==> config.mk <==
export PLATFORM = sky130hd
export DESIGN_NAME = aluOpEncoder
export DESIGN_NICKNAME = d
export VERILOG_FILES = /design/src/logic/isaPkg.sv /design/src/logic/aluPkg.sv /design/src/logic/aluOpEncoder.sv
export SDC_FILE = /design/constraint.sdc
export NUM_CORES = 1
export LEC_CHECK = 0
export BUFFER_PORTS_ARGS = -buffer_cell sky130_fd_sc_hd__buf_2
export CAP_MARGIN = 20
export CORE_AREA = 4 4 61 63
export CTS_BUF_LIST = sky130_fd_sc_hd__clkbuf_16
export CTS_CLUSTER_SIZE = 24
export DETAILED_ROUTE_END_ITERATION = 10
export DIE_AREA = 0 0 65 67
export PLACE_DENSITY = 0.76
export SLEW_MARGIN = 20
export SYNTH_ARGS = -nofsm -noshare
export SYNTH_HDL_FRONTEND = slang
export SYNTH_SLANG_ARGS = --single-unit
==> constraint.sdc <==
create_clock -name clk -period 1.4 [get_ports clk]
set_clock_uncertainty 0.1 [all_clocks]
set_input_delay 0.21 -clock clk [delete_from_list [all_inputs] [get_ports clk]]
set_output_delay 0.21 -clock clk [all_outputs]
set_load 0.1 [all_outputs]
==> src/logic/isaPkg.sv <==
package isaPkg;

    // ----------------------------------------------------------------------
    // Opcode space
    // ----------------------------------------------------------------------
    localparam int OpcodeWidth = 7;                        // Opcode field width
    localparam int NumOpcodes  = 2 ** OpcodeWidth;         // 128 opcode slots

    typedef logic [OpcodeWidth-1:0] opcodeT;               // One opcode
    typedef logic [NumOpcodes-1:0]  opHitT;                // One flag per opcode value

    // ----------------------------------------------------------------------
    // Opcode values
    // ----------------------------------------------------------------------
    localparam opcodeT OpLod   = 7'd0;                     // Load acc from memory
    localparam opcodeT OpPLod  = 7'd1;                     // Push, then load
    localparam opcodeT OpLdi   = 7'd2;                     // Indirect load
    localparam opcodeT OpIli   = 7'd3;                     // Indirect load, bit-reversed address
    localparam opcodeT OpSet   = 7'd4;                     // Store acc to memory
    localparam opcodeT OpSetP  = 7'd5;                     // Store, then pop
    localparam opcodeT OpSti   = 7'd6;                     // Indirect store
    localparam opcodeT OpIsi   = 7'd7;                     // Indirect store, bit-reversed address
    localparam opcodeT OpPsh   = 7'd8;                     // Stack push
    localparam opcodeT OpPop   = 7'd9;                     // Stack pop
    localparam opcodeT OpInn   = 7'd10;                    // Input port read
    localparam opcodeT OpPInn  = 7'd11;                    // Push, then input
    localparam opcodeT OpOut   = 7'd12;                    // Output port write
    // 13..16 belong to the jump unit
    localparam opcodeT OpAdd   = 7'd17;
    localparam opcodeT OpAddS  = 7'd18;                    // S suffix: operand from stack
    localparam opcodeT OpMlt   = 7'd21;
    localparam opcodeT OpMltS  = 7'd22;
    localparam opcodeT OpDiv   = 7'd25;
    localparam opcodeT OpDivS  = 7'd26;
    localparam opcodeT OpMod   = 7'd29;
    localparam opcodeT OpModS  = 7'd30;
    localparam opcodeT OpSgn   = 7'd31;
    localparam opcodeT OpSgnS  = 7'd32;
    localparam opcodeT OpNeg   = 7'd35;
    localparam opcodeT OpNegM  = 7'd36;                    // M suffix: operand from memory
    localparam opcodeT OpPNegM = 7'd37;                    // P prefix: push before
    localparam opcodeT OpAbs   = 7'd41;
    localparam opcodeT OpAbsM  = 7'd42;
    localparam opcodeT OpPAbsM = 7'd43;
    localparam opcodeT OpPst   = 7'd47;
    localparam opcodeT OpPstM  = 7'd48;
    localparam opcodeT OpPPstM = 7'd49;
    localparam opcodeT OpAnd   = 7'd62;
    localparam opcodeT OpAndS  = 7'd63;
    localparam opcodeT OpOrr   = 7'd64;
    localparam opcodeT OpOrrS  = 7'd65;
    localparam opcodeT OpXor   = 7'd66;
    localparam opcodeT OpXorS  = 7'd67;
    localparam opcodeT OpInv   = 7'd68;
    localparam opcodeT OpInvM  = 7'd69;
    localparam opcodeT OpPInvM = 7'd70;
    localparam opcodeT OpLan   = 7'd71;
    localparam opcodeT OpLanS  = 7'd72;
    localparam opcodeT OpLor   = 7'd73;
    localparam opcodeT OpLorS  = 7'd74;
    localparam opcodeT OpLin   = 7'd75;
    localparam opcodeT OpLinM  = 7'd76;
    localparam opcodeT OpPLinM = 7'd77;
    localparam opcodeT OpLes   = 7'd78;
    localparam opcodeT OpLesS  = 7'd79;
    localparam opcodeT OpGre   = 7'd82;
    localparam opcodeT OpGreS  = 7'd83;
    localparam opcodeT OpEqu   = 7'd86;
    localparam opcodeT OpEquS  = 7'd87;
    localparam opcodeT OpShl   = 7'd88;
    localparam opcodeT OpShlS  = 7'd89;
    localparam opcodeT OpShr   = 7'd90;
    localparam opcodeT OpShrS  = 7'd91;
    localparam opcodeT OpSrs   = 7'd92;
    localparam opcodeT OpSrsS  = 7'd93;
    localparam opcodeT OpNop   = 7'd94;                    // Holds the ALU code

    // ----------------------------------------------------------------------
    // Default enable mask
    // ----------------------------------------------------------------------
    localparam int NumKept = 60;                           // Instructions in this core

    localparam opcodeT KeptList [NumKept] = '{
        OpLod,  OpPLod, OpLdi,   OpIli,  OpSet,  OpSetP,  OpSti,  OpIsi,
        OpPsh,  OpPop,  OpInn,   OpPInn, OpOut,
        OpAdd,  OpAddS, OpMlt,   OpMltS, OpDiv,  OpDivS,  OpMod,  OpModS,
        OpSgn,  OpSgnS, OpNeg,   OpNegM, OpPNegM,
        OpAbs,  OpAbsM, OpPAbsM, OpPst,  OpPstM, OpPPstM,
        OpAnd,  OpAndS, OpOrr,   OpOrrS, OpXor,  OpXorS,  OpInv,  OpInvM, OpPInvM,
        OpLan,  OpLanS, OpLor,   OpLorS, OpLin,  OpLinM,  OpPLinM,
        OpLes,  OpLesS, OpGre,   OpGreS, OpEqu,  OpEquS,
        OpShl,  OpShlS, OpShr,   OpShrS, OpSrs,  OpSrsS
    };

    function automatic opHitT buildMask();
        opHitT mask;
        mask = '0;
        foreach (KeptList[i]) begin
            mask[KeptList[i]] = 1'b1;                      // Mark each kept slot
        end
        return mask;
    endfunction

    localparam opHitT KeptOpcodes = buildMask();           // Everything kept, all enabled

endpackage

==> src/logic/aluPkg.sv <==
package aluPkg;

    // ----------------------------------------------------------------------
    // ALU operation code
    // ----------------------------------------------------------------------
    localparam int AluOpWidth = 6;

    typedef logic [AluOpWidth-1:0] aluOpT;

    localparam aluOpT AluNone            = 6'd0;           // ALU idle, acc unchanged
    localparam aluOpT AluLoad            = 6'd1;           // Pass operand to acc

    // Integer arithmetic, memory and stack forms share a code
    localparam aluOpT AluAdd             = 6'd2;
    localparam aluOpT AluMult            = 6'd4;
    localparam aluOpT AluDiv             = 6'd6;
    localparam aluOpT AluMod             = 6'd8;
    localparam aluOpT AluSign            = 6'd9;           // Copy sign of one operand to other

    // One-operand forms, Mem variants read memory
    localparam aluOpT AluNeg             = 6'd11;
    localparam aluOpT AluNegMem          = 6'd12;
    localparam aluOpT AluAbs             = 6'd15;
    localparam aluOpT AluAbsMem          = 6'd16;
    localparam aluOpT AluPos             = 6'd19;          // Zero if negative
    localparam aluOpT AluPosMem          = 6'd20;

    // Bitwise
    localparam aluOpT AluAnd             = 6'd29;
    localparam aluOpT AluOr              = 6'd30;
    localparam aluOpT AluXor             = 6'd31;
    localparam aluOpT AluInv             = 6'd32;
    localparam aluOpT AluInvMem          = 6'd33;

    // Logical, result is 0 or 1
    localparam aluOpT AluLogAnd          = 6'd34;
    localparam aluOpT AluLogOr           = 6'd35;
    localparam aluOpT AluLogInv          = 6'd36;
    localparam aluOpT AluLogInvMem       = 6'd37;

    // Compare
    localparam aluOpT AluLess            = 6'd38;
    localparam aluOpT AluGreater         = 6'd40;
    localparam aluOpT AluEqual           = 6'd42;

    // Shift
    localparam aluOpT AluShiftLeft       = 6'd43;
    localparam aluOpT AluShiftRight      = 6'd44;
    localparam aluOpT AluShiftRightArith = 6'd45;          // Keeps sign bit

endpackage

==> src/logic/aluOpEncoder.sv <==
`timescale 1ns/1ps

module aluOpEncoder (
    input  logic           clk,
    input  logic           reset,
    input  isaPkg::opcodeT opcode,
    input  isaPkg::opHitT  opHit,
    output aluPkg::aluOpT  aluOp                           // Valid one cycle after opcode
);

    aluPkg::aluOpT nextOp;                                 // Code for the current opcode

    // ----------------------------------------------------------------------
    // Opcode to ALU code table
    // ----------------------------------------------------------------------
    // opHit is one-hot, so the order of the tests does not matter
    always_comb begin
        nextOp = aluPkg::AluNone;                          // Stores, push, I/O, unknown
        if (opHit[isaPkg::OpLod] || opHit[isaPkg::OpPLod] || opHit[isaPkg::OpLdi]
            || opHit[isaPkg::OpIli] || opHit[isaPkg::OpSetP] || opHit[isaPkg::OpPop]) begin
            nextOp = aluPkg::AluLoad;                      // Operand straight into acc
        end
        if (opHit[isaPkg::OpAdd] || opHit[isaPkg::OpAddS]) nextOp = aluPkg::AluAdd;
        if (opHit[isaPkg::OpMlt] || opHit[isaPkg::OpMltS]) nextOp = aluPkg::AluMult;
        if (opHit[isaPkg::OpDiv] || opHit[isaPkg::OpDivS]) nextOp = aluPkg::AluDiv;
        if (opHit[isaPkg::OpMod] || opHit[isaPkg::OpModS]) nextOp = aluPkg::AluMod;
        if (opHit[isaPkg::OpSgn] || opHit[isaPkg::OpSgnS]) nextOp = aluPkg::AluSign;

        if (opHit[isaPkg::OpNeg]) nextOp = aluPkg::AluNeg;
        if (opHit[isaPkg::OpNegM] || opHit[isaPkg::OpPNegM]) nextOp = aluPkg::AluNegMem;
        if (opHit[isaPkg::OpAbs]) nextOp = aluPkg::AluAbs;
        if (opHit[isaPkg::OpAbsM] || opHit[isaPkg::OpPAbsM]) nextOp = aluPkg::AluAbsMem;
        if (opHit[isaPkg::OpPst]) nextOp = aluPkg::AluPos;
        if (opHit[isaPkg::OpPstM] || opHit[isaPkg::OpPPstM]) nextOp = aluPkg::AluPosMem;

        if (opHit[isaPkg::OpAnd] || opHit[isaPkg::OpAndS]) nextOp = aluPkg::AluAnd;
        if (opHit[isaPkg::OpOrr] || opHit[isaPkg::OpOrrS]) nextOp = aluPkg::AluOr;
        if (opHit[isaPkg::OpXor] || opHit[isaPkg::OpXorS]) nextOp = aluPkg::AluXor;
        if (opHit[isaPkg::OpInv]) nextOp = aluPkg::AluInv;
        if (opHit[isaPkg::OpInvM] || opHit[isaPkg::OpPInvM]) nextOp = aluPkg::AluInvMem;

        if (opHit[isaPkg::OpLan] || opHit[isaPkg::OpLanS]) nextOp = aluPkg::AluLogAnd;
        if (opHit[isaPkg::OpLor] || opHit[isaPkg::OpLorS]) nextOp = aluPkg::AluLogOr;
        if (opHit[isaPkg::OpLin]) nextOp = aluPkg::AluLogInv;
        if (opHit[isaPkg::OpLinM] || opHit[isaPkg::OpPLinM]) nextOp = aluPkg::AluLogInvMem;

        if (opHit[isaPkg::OpLes] || opHit[isaPkg::OpLesS]) nextOp = aluPkg::AluLess;
        if (opHit[isaPkg::OpGre] || opHit[isaPkg::OpGreS]) nextOp = aluPkg::AluGreater;
        if (opHit[isaPkg::OpEqu] || opHit[isaPkg::OpEquS]) nextOp = aluPkg::AluEqual;

        if (opHit[isaPkg::OpShl] || opHit[isaPkg::OpShlS]) nextOp = aluPkg::AluShiftLeft;
        if (opHit[isaPkg::OpShr] || opHit[isaPkg::OpShrS]) nextOp = aluPkg::AluShiftRight;
        if (opHit[isaPkg::OpSrs] || opHit[isaPkg::OpSrsS]) begin
            nextOp = aluPkg::AluShiftRightArith;
        end
    end

    // ----------------------------------------------------------------------
    // Code register
    // ----------------------------------------------------------------------
    always_ff @(posedge clk) begin
        if (reset) begin
            aluOp <= aluPkg::AluNone;
        end else if (opcode != isaPkg::OpNop) begin   // NOP keeps the last code
            aluOp <= nextOp;
        end
    end

    // ALU keeps repeating its last operation through NOP bubbles
    nopHolds: assert property (@(posedge clk) disable iff (reset)
                               opcode == isaPkg::OpNop |=> $stable(aluOp))
        else $error("aluOpEncoder: aluOp changed over a NOP");

endmodule

==> impl_metrics.toml <==
[finish]
largest_reg_flops = 6
final_common_cell = "buf_2"
area_growth_syn_to_layout_pct = 100
layout_common_cells = "buf_2 (64), nor2_1 (18), buf_4 (17), nor3_1 (9), nand2_1 (7)"
reg.largest.list = "aluOp: 6 flops"
layout-drive-gt1-share_pct = 58.9
top_register = "aluOp"
antenna_cells = 0
nets = 319

[timing]
fin_crit_ns = 1.36
clock.fmax_mhz = 734
rsz0062_at_grt = "true"
worst_slew_pin_slew_ns = 0.497
slew_violations = 0
finalSetupViolCount = 0
hold_viol_final = 0
maxSlewHeadroom_pct = 67.1
hold_slack_ns = 0.146
period_share_pct = 97.4
layout_setup_ws_ns = 0.0371
tns_ns = 0

[global_routing]
antenna_found_initial = 0
grt_usage_pct = 11.9
grt_remaining_overflow = 0
grt_start_max_net_pins = 8
grt_pass1_vias = 996
grt_pass1_wl_um = 4050

[power]
p_total_mw = 0.939
p_leak_nw = 0.588
power.density_nw_per_um2 = 687
peakVddDrop_mv = 0.352

[logic_synthesis]
syn_area_um2 = 683
synth.top_cell.area_share_pct = 17.6
ys.flop_type = "dfxtp_1"
synth_edf_count = 0
yosysWarnings = 0
ys_seq_area_share_pct = 17.6
synthCells = 94
yosys.area.top_type = "dfxtp_1"
syn_nets = 231
ys_seq_elements = 6
synth_cell_types = 35
synthArstFlopShare_pct = 0
synth.area.top_cells = "dfxtp_1 (18%), nor2_1 (9.9%), nor3_1 (8.1%), nor4_1 (6.4%), nand2_1 (3.8%)"
post_synth.cell_area_avg_um2 = 7.27

[floorplanning]
fp-row-count = 21
die_w_um = 65
dieArea_um2 = 4360
coreArea_um2 = 3230
initial_utilization_pct = 21.1
io_pins = 143
fp.dieH_um = 67

[setup_path]
worstPathArrival_ns = 1.37
crit_path_end_kind = "register"
required_ns = 1.40
cp-start-kind = "input port"
path_cells = "buf_2, or4_1, nor3_2, o211ai_1, o311ai_2, a211oi_2"
criticalPathCategory = "in2reg"
cpPeakStageDelay_ns = 0.53
critPathSlowestCell = "or4_1"
crit_fanout = 1

[cts]
cts_root_buf = "clkbuf_16"
clkSinkCount = 6
cts_setup_buffers = 0
clockBufferDepth = 2
ctsHoldBuffers = 0
path_clk_slew_ns = 0.03
clk_latency_ns = 0.23
cts.htree.levels = 1
cts_made_buffers = 3
tritoncts = "built"

[placed_design]
pre_cts_slack_ns = -0.260
portBuffers = 67
hpwlAfterDp_um = 2380
place.gp.congestion = 0.826

[route]
antenna_left = 0
vias_per_cell = 4.87
drt-total-wl_um = 2820
drcViolationCount = 0
drt-pass1-iter-count = 4
drtIter0Drc = 59
routedWlPerCell_um = 12.5
vias = 1100

[worst_hold_path]
hold_class = "in2reg"

[run]
maxCapViolCount = 0

[outcome]
status = "complete, no violations"
[where the power goes]
group          internal, mW  switching (mW)  leakage [nW]
sequential            0.181         0.00430        0.0505
combinational         0.129           0.167         0.500
clock                 0.366          0.0907        0.0370
[critical path: cells and delay by family]
kind | cells | cell delay [ns]
simple gates | 2 | 0.65
compound gates | 3 | 0.41
buf+inv | 1 | 0.09
[metrics by stage]
step           util [%]  cell area (um^2)  cells
2_1_floorplan         -               688     94
3_3_place_gp       38.2              1230    223
3_5_place_dp       38.2              1230    223
4_1_cts            40.7              1320    226
5_1_grt            42.3              1370    226
6_report           42.3              1370    226
[per-layer routing]
| layer | track usage [%] | vias up | part of all wire (%) |
|---|---|---|---|
| met5 | 0 | - | 0 |
| li1 | - | 560 | - |
| met3 | 4.38 | 0 | 11 |
| met4 | 2.37 | 0 | 0 |
| met2 | 19.9 | 55 | 48 |
| met1 | 14.4 | 485 | 40 |
[cells in the mapped netlist (2+ instances only)]
cell type and instances:
nand3_1 3, o311ai_1 2, nand4_1 2, nand2_1 7
nor3_1 11, a21oi_1 5, o21ai_0 5, a221oi_1 2
o311a_1 2, o31ai_1 2, nor4_1 7, nor2_1 18
dfxtp_1 6
[cell families (layout without fill, tap and decap cells)]
family / Yosys count / in the layout / synth area share [%]
flip-flops: 6 / 6 / 17.6
buffers and inverters: 1 / 87 / 0.732
AO/OA/AOI/OAI: 28 / 28 / 31.3
AND/OR/NAND/NOR: 59 / 59 / 50.4
[layout make-up]
class                   count  area [um^2]
fillers                   351         1860
repair buffers             84          499
multi-input cells          87          611
flip-flops and latches      6          125
clock buffers               3         75.1
well taps                  46         57.6
[worst paths after layout]
kind / from / to / slack, ns / depth (start not counted)
setup / recovery: opHit[2] / aluOp[0] / 0.04 / 6
setup reg to reg: aluOp[1] / aluOp[1] / 0.48 / 3
hold / removal: reset / aluOp[0] / 0.15 / 2
hold reg to reg: aluOp[1] / aluOp[1] / 0.41 / 2
[what timing repair did]
action / in CTS / in global routing
pin swaps: 1 / 2
endpoints found under the setup margin: 1 / 4
resized for setup: 1 / 8
No activity file was read; power rests on OpenSTA's default activity.
