$ cat src/logic/isaPkg.sv
package isaPkg;

    // ----------------------------------------------------------------------
    // Opcode space
    // ----------------------------------------------------------------------
    localparam int OpcodeWidth = 7;                        // Opcode field width
    localparam int NumOpcodes  = 2 ** OpcodeWidth;         // 128 opcode slots

    typedef logic [OpcodeWidth-1:0] opcodeT;               // One opcode
    typedef logic [NumOpcodes-1:0]  opHitT;                // One flag per opcode value

    // ----------------------------------------------------------------------
    // Opcode values
    // ----------------------------------------------------------------------
    localparam opcodeT OpLod   = 7'd0;                     // Load acc from memory
    localparam opcodeT OpPLod  = 7'd1;                     // Push, then load
    localparam opcodeT OpLdi   = 7'd2;                     // Indirect load
    localparam opcodeT OpIli   = 7'd3;                     // Indirect load, bit-reversed address
    localparam opcodeT OpSet   = 7'd4;                     // Store acc to memory
    localparam opcodeT OpSetP  = 7'd5;                     // Store, then pop
    localparam opcodeT OpSti   = 7'd6;                     // Indirect store
    localparam opcodeT OpIsi   = 7'd7;                     // Indirect store, bit-reversed address
    localparam opcodeT OpPsh   = 7'd8;                     // Stack push
    localparam opcodeT OpPop   = 7'd9;                     // Stack pop
    localparam opcodeT OpInn   = 7'd10;                    // Input port read
    localparam opcodeT OpPInn  = 7'd11;                    // Push, then input
    localparam opcodeT OpOut   = 7'd12;                    // Output port write
    // 13..16 belong to the jump unit
    localparam opcodeT OpAdd   = 7'd17;
    localparam opcodeT OpAddS  = 7'd18;                    // S suffix: operand from stack
    localparam opcodeT OpMlt   = 7'd21;
    localparam opcodeT OpMltS  = 7'd22;
    localparam opcodeT OpDiv   = 7'd25;
    localparam opcodeT OpDivS  = 7'd26;
    localparam opcodeT OpMod   = 7'd29;
    localparam opcodeT OpModS  = 7'd30;
    localparam opcodeT OpSgn   = 7'd31;
    localparam opcodeT OpSgnS  = 7'd32;
    localparam opcodeT OpNeg   = 7'd35;
    localparam opcodeT OpNegM  = 7'd36;                    // M suffix: operand from memory
    localparam opcodeT OpPNegM = 7'd37;                    // P prefix: push before
    localparam opcodeT OpAbs   = 7'd41;
    localparam opcodeT OpAbsM  = 7'd42;
    localparam opcodeT OpPAbsM = 7'd43;
    localparam opcodeT OpPst   = 7'd47;
    localparam opcodeT OpPstM  = 7'd48;
    localparam opcodeT OpPPstM = 7'd49;
    localparam opcodeT OpAnd   = 7'd62;
    localparam opcodeT OpAndS  = 7'd63;
    localparam opcodeT OpOrr   = 7'd64;
    localparam opcodeT OpOrrS  = 7'd65;
    localparam opcodeT OpXor   = 7'd66;
    localparam opcodeT OpXorS  = 7'd67;
    localparam opcodeT OpInv   = 7'd68;
    localparam opcodeT OpInvM  = 7'd69;
    localparam opcodeT OpPInvM = 7'd70;
    localparam opcodeT OpLan   = 7'd71;
    localparam opcodeT OpLanS  = 7'd72;
    localparam opcodeT OpLor   = 7'd73;
    localparam opcodeT OpLorS  = 7'd74;
    localparam opcodeT OpLin   = 7'd75;
    localparam opcodeT OpLinM  = 7'd76;
    localparam opcodeT OpPLinM = 7'd77;
    localparam opcodeT OpLes   = 7'd78;
    localparam opcodeT OpLesS  = 7'd79;
    localparam opcodeT OpGre   = 7'd82;
    localparam opcodeT OpGreS  = 7'd83;
    localparam opcodeT OpEqu   = 7'd86;
    localparam opcodeT OpEquS  = 7'd87;
    localparam opcodeT OpShl   = 7'd88;
    localparam opcodeT OpShlS  = 7'd89;
    localparam opcodeT OpShr   = 7'd90;
    localparam opcodeT OpShrS  = 7'd91;
    localparam opcodeT OpSrs   = 7'd92;
    localparam opcodeT OpSrsS  = 7'd93;
    localparam opcodeT OpNop   = 7'd94;                    // Holds the ALU code

    // ----------------------------------------------------------------------
    // Default enable mask
    // ----------------------------------------------------------------------
    localparam int NumKept = 60;                           // Instructions in this core

    localparam opcodeT KeptList [NumKept] = '{
        OpLod,  OpPLod, OpLdi,   OpIli,  OpSet,  OpSetP,  OpSti,  OpIsi,
        OpPsh,  OpPop,  OpInn,   OpPInn, OpOut,
        OpAdd,  OpAddS, OpMlt,   OpMltS, OpDiv,  OpDivS,  OpMod,  OpModS,
        OpSgn,  OpSgnS, OpNeg,   OpNegM, OpPNegM,
        OpAbs,  OpAbsM, OpPAbsM, OpPst,  OpPstM, OpPPstM,
        OpAnd,  OpAndS, OpOrr,   OpOrrS, OpXor,  OpXorS,  OpInv,  OpInvM, OpPInvM,
        OpLan,  OpLanS, OpLor,   OpLorS, OpLin,  OpLinM,  OpPLinM,
        OpLes,  OpLesS, OpGre,   OpGreS, OpEqu,  OpEquS,
        OpShl,  OpShlS, OpShr,   OpShrS, OpSrs,  OpSrsS
    };

    function automatic opHitT buildMask();
        opHitT mask;
        mask = '0;
        foreach (KeptList[i]) begin
            mask[KeptList[i]] = 1'b1;                      // Mark each kept slot
        end
        return mask;
    endfunction

    localparam opHitT KeptOpcodes = buildMask();           // Everything kept, all enabled

endpackage

$ cat src/logic/controlUnit.sv
`timescale 1ns/1ps

module controlUnit (
    input  logic          clk,                             // Assertion clock only
    input  logic          reset,
    input  isaPkg::opHitT opHit,
    output logic          push,                            // Stack write
    output logic          pop,                             // Stack read
    output logic          memWr,                           // Data memory write
    output logic          ldi,                             // Indirect address select
    output logic          sti,                             // Indirect store
    output logic          fft,                             // Bit-reversed address
    output logic          reqIn,                           // Input port request
    output logic          outEn                            // Output port enable
);

    // ----------------------------------------------------------------------
    // Stack strobes
    // ----------------------------------------------------------------------
    assign push = opHit[isaPkg::OpPLod]  | opHit[isaPkg::OpPsh]   | opHit[isaPkg::OpPInn]
                | opHit[isaPkg::OpPNegM] | opHit[isaPkg::OpPAbsM] | opHit[isaPkg::OpPPstM]
                | opHit[isaPkg::OpPInvM] | opHit[isaPkg::OpPLinM];

    assign pop  = opHit[isaPkg::OpSetP]  | opHit[isaPkg::OpSti]   | opHit[isaPkg::OpIsi]
                | opHit[isaPkg::OpPop]                                       // Explicit pop
                | opHit[isaPkg::OpAddS]  | opHit[isaPkg::OpMltS]  | opHit[isaPkg::OpDivS]
                | opHit[isaPkg::OpModS]  | opHit[isaPkg::OpSgnS]  | opHit[isaPkg::OpAndS]
                | opHit[isaPkg::OpOrrS]  | opHit[isaPkg::OpXorS]  | opHit[isaPkg::OpLanS]
                | opHit[isaPkg::OpLorS]  | opHit[isaPkg::OpLesS]  | opHit[isaPkg::OpGreS]
                | opHit[isaPkg::OpEquS]  | opHit[isaPkg::OpShlS]  | opHit[isaPkg::OpShrS]
                | opHit[isaPkg::OpSrsS];                             // Stack-operand forms

    // ----------------------------------------------------------------------
    // Memory strobes
    // ----------------------------------------------------------------------
    assign memWr = opHit[isaPkg::OpSet] | opHit[isaPkg::OpSetP]
                 | opHit[isaPkg::OpSti] | opHit[isaPkg::OpIsi];
    assign ldi   = opHit[isaPkg::OpLdi] | opHit[isaPkg::OpIli];    // Address from acc
    assign sti   = opHit[isaPkg::OpSti] | opHit[isaPkg::OpIsi];    // Address from stack
    assign fft   = opHit[isaPkg::OpIli] | opHit[isaPkg::OpIsi];    // Reverse address bits

    // ----------------------------------------------------------------------
    // I/O strobes
    // ----------------------------------------------------------------------
    assign reqIn = opHit[isaPkg::OpInn] | opHit[isaPkg::OpPInn];
    assign outEn = opHit[isaPkg::OpOut];

    // Stack pointer moves one way per instruction
    noPushPop: assert property (@(posedge clk) disable iff (reset) !(push && pop))
        else $error("controlUnit: push and pop together");

    // Indirect store always writes the data memory
    stiWrites: assert property (@(posedge clk) disable iff (reset) sti |-> memWr)
        else $error("controlUnit: sti without memWr");

endmodule

$ cat config.mk
export PLATFORM = sky130hd
export DESIGN_NAME = controlUnit
export DESIGN_NICKNAME = d
export VERILOG_FILES = /design/src/logic/isaPkg.sv /design/src/logic/controlUnit.sv
export SDC_FILE = /design/constraint.sdc
export NUM_CORES = 1
export LEC_CHECK = 0
export BUFFER_PORTS_ARGS = -buffer_cell sky130_fd_sc_hd__buf_2
export CAP_MARGIN = 20
export CORE_AREA = 5 5 51 53
export DETAILED_ROUTE_END_ITERATION = 6
export DIE_AREA = 0 0 56 58
export GPL_ROUTABILITY_DRIVEN = 0
export PLACE_DENSITY = 0.74
export SETUP_SLACK_MARGIN = 0.15
export SLEW_MARGIN = 10
export SYNTH_ARGS = -nofsm -noshare
export SYNTH_HDL_FRONTEND = slang
export SYNTH_SLANG_ARGS = --single-unit
$ cat constraint.sdc
create_clock -name vclk -period 1.9
set_input_delay 0.19 -clock vclk [all_inputs]
set_output_delay 0.19 -clock vclk [all_outputs]
set_load 0.05 [all_outputs]
==> results.cfg, run 1 <==
[route]
wl_um = 1062
first_pass_iters = 2
drc = 0
ant_nets = 0
avgViaCountPerCell = 3.585
vias = 294
wl_per_cell_um = 12.95
drt_iter0_drc = 1

[power]
p_total_mw = 0.06443
power_frac_seq_pct = 0
p_comb_share_pct = 100.0
switching_share_pct = 51.63
p_leak_nw = 0.1612
netSwitchingPower_mw = 0.03326
p_per_area_nw_per_um2 = 200.4
p_clk_share_pct = 0
internal-power_mw = 0.03117
peakVddDrop_v = 0.00005767

[timing]
rsz0062_at_grt = false
fmax_ghz = 0.6038
hold_violations = 0
worst_slack_ns = 0.2439
hold_slack_ns = 0.3801
min_period_ns = 1.656
setup_viol = 0
finalCritPeriodShare_pct = 87.16
slew_headroom_pct = 75.79
setup_tns_ns = 0
tightest_slew_ns = 0.3604
final_max_slew_viol_count = 0

[cells_and_area]
seq_cells = 0
nNetsFinal = 186
antenna_cells = 0
nClkBuffers = 0
design_area_um2 = 321.6
final_layout_size_suffix_gt1_share_pct = 79.63
nFillCells = 263
postLayoutCoreUtil_pct = 15.27
finalNonFillerCells = 82
syn_to_final_growth_pct = 225.3
regArea_um2 = 0

[yosys]
ys_warn_count = 0
synthCells = 16
yosys.area.top_type = nor4_1
synth_area_um2 = 98.85
syn_area_per_cell_um2 = 6.178
syn_nets = 146
synth_commonest_cells = nor4_1, or2_2, nor3_1, or4_1
synth_seq_area_share_pct = 0
synth_top_area_share_pct = 25.32
synth_area_leaders = nor4_1, or2_2, or4_1
synth_cell_types = 8

[job]
drv_cap = 0

[global_routing]
antenna_found_initial = 1
grt_max_degree = 4
track_usage_pct = 6.685
grt_pass1_vias = 349
grt_overflow_total = 0
grt_pass1_wl_um = 1656

[run_status]
status = finished, final reports clean

[critical_path]
cpMaxStageDelayCell = or4_1
worstSetupStartpoint = opHit[26]
crit_path_end_kind = output pin
worstPathCellList = buf_2 > or4_1 > or4_1 > buf_2
required_ns = 1.71
cp-endpoint = pop
worst-setup-path-type = input pin to output pin
path_max_fanout = 1
crit_path_start_kind = input pin
worst_ep_arrival_time_ns = 1.47
max_stage_delay_ns = 0.50

[place]
dp_hpwl_um = 1039
dp.cells = 82
dpl_cell_area_um2 = 321.6
port_buffers = 39
post-place-ws_ns = 0.2384

[cts]
ctsResizeCount = 0
hold_buffers = 0
postCtsSetupRepairBufs = 0

[die]
rows = 17
start_util_pct = 4.694
die_h_um = 58
io_pins = 138
fp.coreArea_um2 = 2106
dieArea_um2 = 3248
die_x_um = 56

[hold_path]
min_path_type = input pin to output pin
-- how the worst min path moves through the flow --
stage	startpoint	end	cells after the start
after global placement	opHit[12]	outEn	0
after floorplan	opHit[12]	outEn	1
after global routing	opHit[12]	outEn	0
after CTS	opHit[12]	outEn	0
after detailed placement	opHit[12]	outEn	0
final	opHit[12]	outEn	0
-- final cells by class --
cell class,instances,area [um^2],area share (%)
Multi-Input combinational cell,15,91.34,28.40
Timing Repair Buffer,39,195.2,60.70
Tap cell,28,35.03,10.89
-- metal layers --
layer,global-route usage [%],vias up,part of all wire [%]
met4,0.6780,2,1.8
met3,4.900,4,21
met1,9.699,110,49
li1,-,139,-
met2,7.846,39,26
met5,0,-,1.9
-- cell families after synthesis --
family                 share of synthesized area, %
buffers and inverters                         7.598
and+or+nand+nor                               92.40
-- placed cells by master, fill, tap and decap left out --
| cell | Yosys | final |
|---|---|---|
| nand2_1 | 1 | 1 |
| buf_2 | 0 | 39 |
| nor4_1 | 4 | 4 |
| nand2b_1 | 1 | 1 |
| or2_2 | 4 | 4 |
| nand4_1 | 1 | 1 |
| nor3_1 | 2 | 2 |
| or4_1 | 2 | 2 |
-- power by group through the flow --
stage / Combinational [mW] / Sequential, mW / Clock, mW
finish: 0.0644 / 0 / 0
CTS: 0.0657 / 0 / 0
floorplan: 0.0318 / 0 / 0
detailed placement: 0.0655 / 0 / 0
global placement: 0.0638 / 0 / 0
global route: 0.0716 / 0 / 0
-- worst max-delay path: cells and delay by family --
kind / cells / cell delay [ns]
buffers and inverters: 2 / 0.32
AND/OR/NAND/NOR: 2 / 0.96
No activity file was read; power rests on OpenSTA's default activity.
==> run 2, diff against run 1 <==
--- a/config.mk
+++ b/config.mk
@@ -8,3 +8,2 @@
 export BUFFER_PORTS_ARGS = -buffer_cell sky130_fd_sc_hd__buf_2
-export CAP_MARGIN = 20
 export CORE_AREA = 5 5 51 53
==> constraint.sdc (replaced) <==
create_clock -name vclk -period 1.9
set_input_delay 0.38 -clock vclk [all_inputs]
set_output_delay 0.38 -clock vclk [all_outputs]
set_load 0.05 [all_outputs]
==> results.cfg, run 2 (synthesized netlist as in run 1, its figures left out) <==
[cells_and_area]
multi_input_area_um2 = 95.09
nNetsFinal = 188
final_cell_mix = buf_2, nor4_1, or2_2
nFillCells = 249
nClkBuffers = 0
design_area_um2 = 346.6
regArea_um2 = 0
syn_to_final_growth_pct = 250.6
antenna_cells = 0
final_layout_size_suffix_gt1_share_pct = 82.14
seq_cells = 0
layout_commonest_cell = buf_2

[route]
drc = 0
drt_iter0_drc = 3
ant_nets = 0
wl_um = 1061
vias = 295
first_pass_iters = 2
avgViaCountPerCell = 3.512
wl_per_cell_um = 12.63

[timing]
worst_slack_ns = -0.1151
tightest_slew_ns = 0.2611
finalCritPeriodShare_pct = 106.1
slew_headroom_pct = 82.43
hold_violations = 0
fmax_ghz = 0.4963
min_period_ns = 2.015
rsz0062_at_grt = true
setup_viol = 1
hold_slack_ns = 0.7601
final_max_slew_viol_count = 0

[critical_path]
path_max_fanout = 1
crit_path_start_kind = input pin
required_ns = 1.52
cpMaxStageDelayCell = or4_1
worst-setup-path-type = input pin to output pin
crit_path_end_kind = output pin
worst_ep_arrival_time_ns = 1.64
max_stage_delay_ns = 0.51
worstSetupStartpoint = opHit[26]
cp-endpoint = pop
worstPathCellList = buf_2 > or4_1 > or4_4 > buf_6

[run_status]
status = finished, violations left
violations = setup timing

[global_routing]
antenna_found_initial = 0
grt_max_degree = 3
grt_pass1_wl_um = 1476
grt_pass1_vias = 292
track_usage_pct = 6.040
grt_overflow_total = 0

[place]
dpl_cell_area_um2 = 340.3
port_buffers = 39
dp_hpwl_um = 1049

[die]
fp.coreArea_um2 = 2106
io_pins = 138
dieArea_um2 = 3248
die_x_um = 56
rows = 17
start_util_pct = 4.694
die_h_um = 58

[power]
p_comb_share_pct = 100.0
p_per_area_nw_per_um2 = 193.8
internal-power_mw = 0.03339
p_leak_nw = 0.1767
netSwitchingPower_mw = 0.03379
switching_share_pct = 50.30
peakVddDrop_v = 0.00004377
power_frac_seq_pct = 0
p_clk_share_pct = 0

[hold_path]
min_path_type = input pin to output pin

[cts]
hold_buffers = 0
postCtsSetupRepairBufs = 0

[job]
drv_cap = 0
[run 2: layout make-up]
class	count	area share, %
multi-input combinational	15	27.44
timing repair buffer	41	62.46
tap	28	10.11
[run 2: power by group through the flow]
stage / sequential, mW / combinational [mW] / clock [mW]
floorplan: 0 / 0.0319 / 0
global placement: 0 / 0.0662 / 0
detailed placement: 0 / 0.0679 / 0
CTS: 0 / 0.0681 / 0
global route: 0 / 0.0725 / 0
finish: 0 / 0.0672 / 0
[run 2: critical path: cells and delay by family]
kind          cells  cell delay, ns
buf+inv           2            0.26
simple gates      2            1.00
[run 2: worst min path at each step]
| stage | from | to | cells past startpoint | slack, ns |
|---|---|---|---|---|
| 2_1_floorplan | opHit[12] | outEn | 1 | 0.93 |
| 3_3_place_gp | opHit[12] | outEn | 0 | 0.76 |
| 3_5_place_dp | opHit[12] | outEn | 0 | 0.76 |
| 4_1_cts | opHit[12] | outEn | 0 | 0.76 |
| 5_1_grt | opHit[12] | outEn | 0 | 0.76 |
| 6_report | opHit[12] | outEn | 0 | 0.76 |
[run 2: per-stage QoR]
step	TNS (ns)	setup WS (ns)	cells	util, %	total power, mW
5_1_grt	-0.1300	-0.1300	84	16.46	0.07246
2_1_floorplan	0	0.03928	16	-	0.03188
3_5_place_dp	-0.1646	-0.1646	84	16.16	0.06790
3_3_place_gp	-0.1618	-0.1618	84	16.16	0.06616
4_1_cts	-0.1218	-0.1218	84	16.46	0.06808
6_report	-0.1151	-0.1151	84	16.46	0.06718
[run 2: metal layers]
layer  wire length (um)  track usage (%)  share of wire [%]
met2                306            7.346                 29
met5                  0                0                  0
met1                501            8.781                 47
met4                 17           0.6780                1.6
met3                235            4.009                 22
[run 2: repair_timing]
| item | 4_1_cts | 5_1_grt |
|---|---|---|
| gates resized for setup | 2 | 0 |
| pin swaps | 0 | 0 |
| cloned | 0 | 0 |
| endpoints found under the setup margin | 1 | 1 |
==> run 3, diff against run 2 <==
Settings changed: PLACE_DENSITY 0.74 to 0.77.
Clock period 1.9 ns to 1.7 ns, I/O delays scaled along.
==> results.cfg, run 3 (synthesized netlist as in run 1, its figures left out) <==
[timing]
finalCritPeriodShare_pct = 114.3
slew_headroom_pct = 81.24
fmax_ghz = 0.5144
hold_violations = 0
setup_viol = 1
final_max_slew_viol_count = 0
rsz0062_at_grt = true
setup_tns_ns = -0.2439
min_period_ns = 1.944
hold_slack_ns = 0.6801
worst_slack_ns = -0.2439
tightest_slew_ns = 0.2789

[place]
dp_hpwl_um = 1090
port_buffers = 39
dpl_cell_area_um2 = 340.3
dp.cells = 84
post-place-ws_ns = -0.2956

[critical_path]
crit_path_start_kind = input pin
worst_ep_arrival_time_ns = 1.60
worst-setup-path-type = input pin to output pin
crit_path_end_kind = output pin
required_ns = 1.36
path_max_fanout = 1

[die]
die_h_um = 58
start_util_pct = 4.694
fp.coreArea_um2 = 2106
dieArea_um2 = 3248
rows = 17
io_pins = 138
die_x_um = 56

[power]
p_total_mw = 0.07558
p_per_area_nw_per_um2 = 218.1
peakVddDrop_v = 0.00005818
p_leak_nw = 0.1767

[global_routing]
track_usage_pct = 6.501
antenna_found_initial = 0
grt_pass1_vias = 322
grt_max_degree = 3
grt_pass1_wl_um = 1573
grt_overflow_total = 0

[cells_and_area]
final_cell_mix = buf_2, nor4_1, or2_2
regArea_um2 = 0
finalNonFillerCells = 84
syn_to_final_growth_pct = 250.6
design_area_um2 = 346.6
antenna_cells = 0
postLayoutCoreUtil_pct = 16.46
layout_commonest_cell = buf_2
final_layout_size_suffix_gt1_share_pct = 82.14
nClkBuffers = 0
seq_cells = 0
nNetsFinal = 188

[route]
vias = 302
wl_um = 1104
drc = 0
first_pass_iters = 2
avgViaCountPerCell = 3.595
drt_iter0_drc = 4
ant_nets = 0
wl_per_cell_um = 13.14

[run_status]
status = finished, violations left
violations = setup timing

[cts]
hold_buffers = 0

[hold_path]
min_path_type = input pin to output pin

[job]
drv_cap = 0
-- run 3: cell counts in the layout (fill, tap and decap cells not counted) --
No cell type changed its count.
-- run 3: timing repair --
action / 4_1_cts / 5_1_grt
endpoints found under the setup margin: 1 / 1
setup buffers: 0 / 0
gates resized for setup: 2 / 0
-- run 3: power by group --
| part | switching, mW | leakage [nW] | total [mW] | internal, mW |
|---|---|---|---|---|
| logic | 0.0382 | 0.177 | 0.0756 | 0.0374 |
| registers | 0 | 0 | 0 | 0 |
| clock network | 0 | 0 | 0 | 0 |
-- run 3: critical path: stages --
cell   delay, ns
buf_2       0.09
or4_1       0.51
or4_4       0.49
buf_6       0.17
-- run 3: worst paths after layout --
check | from | slack, ns | cells past startpoint | end
setup / recovery | opHit[26] | -0.24 | 4 | pop
hold / removal | opHit[12] | 0.68 | 0 | outEn
-- run 3: final cells by class --
cell class                      count  area [um^2]
Fill cell                         250         1759
Tap cell                           28        35.03
Timing Repair Buffer               41        216.5
Multi-Input combinational cell     15        95.09
-- run 3: routing by layer --
metal  global-route usage [%]  share of wire, %  routed length [um]  vias up
met5                        0                 0                   0        -
met4                   0.6780               1.5                  17        0
met3                    3.786                19                 211        2
met2                    9.015                32                 357       38
met1                    8.912                47                 517      119
li1                         -                 -                   -      143
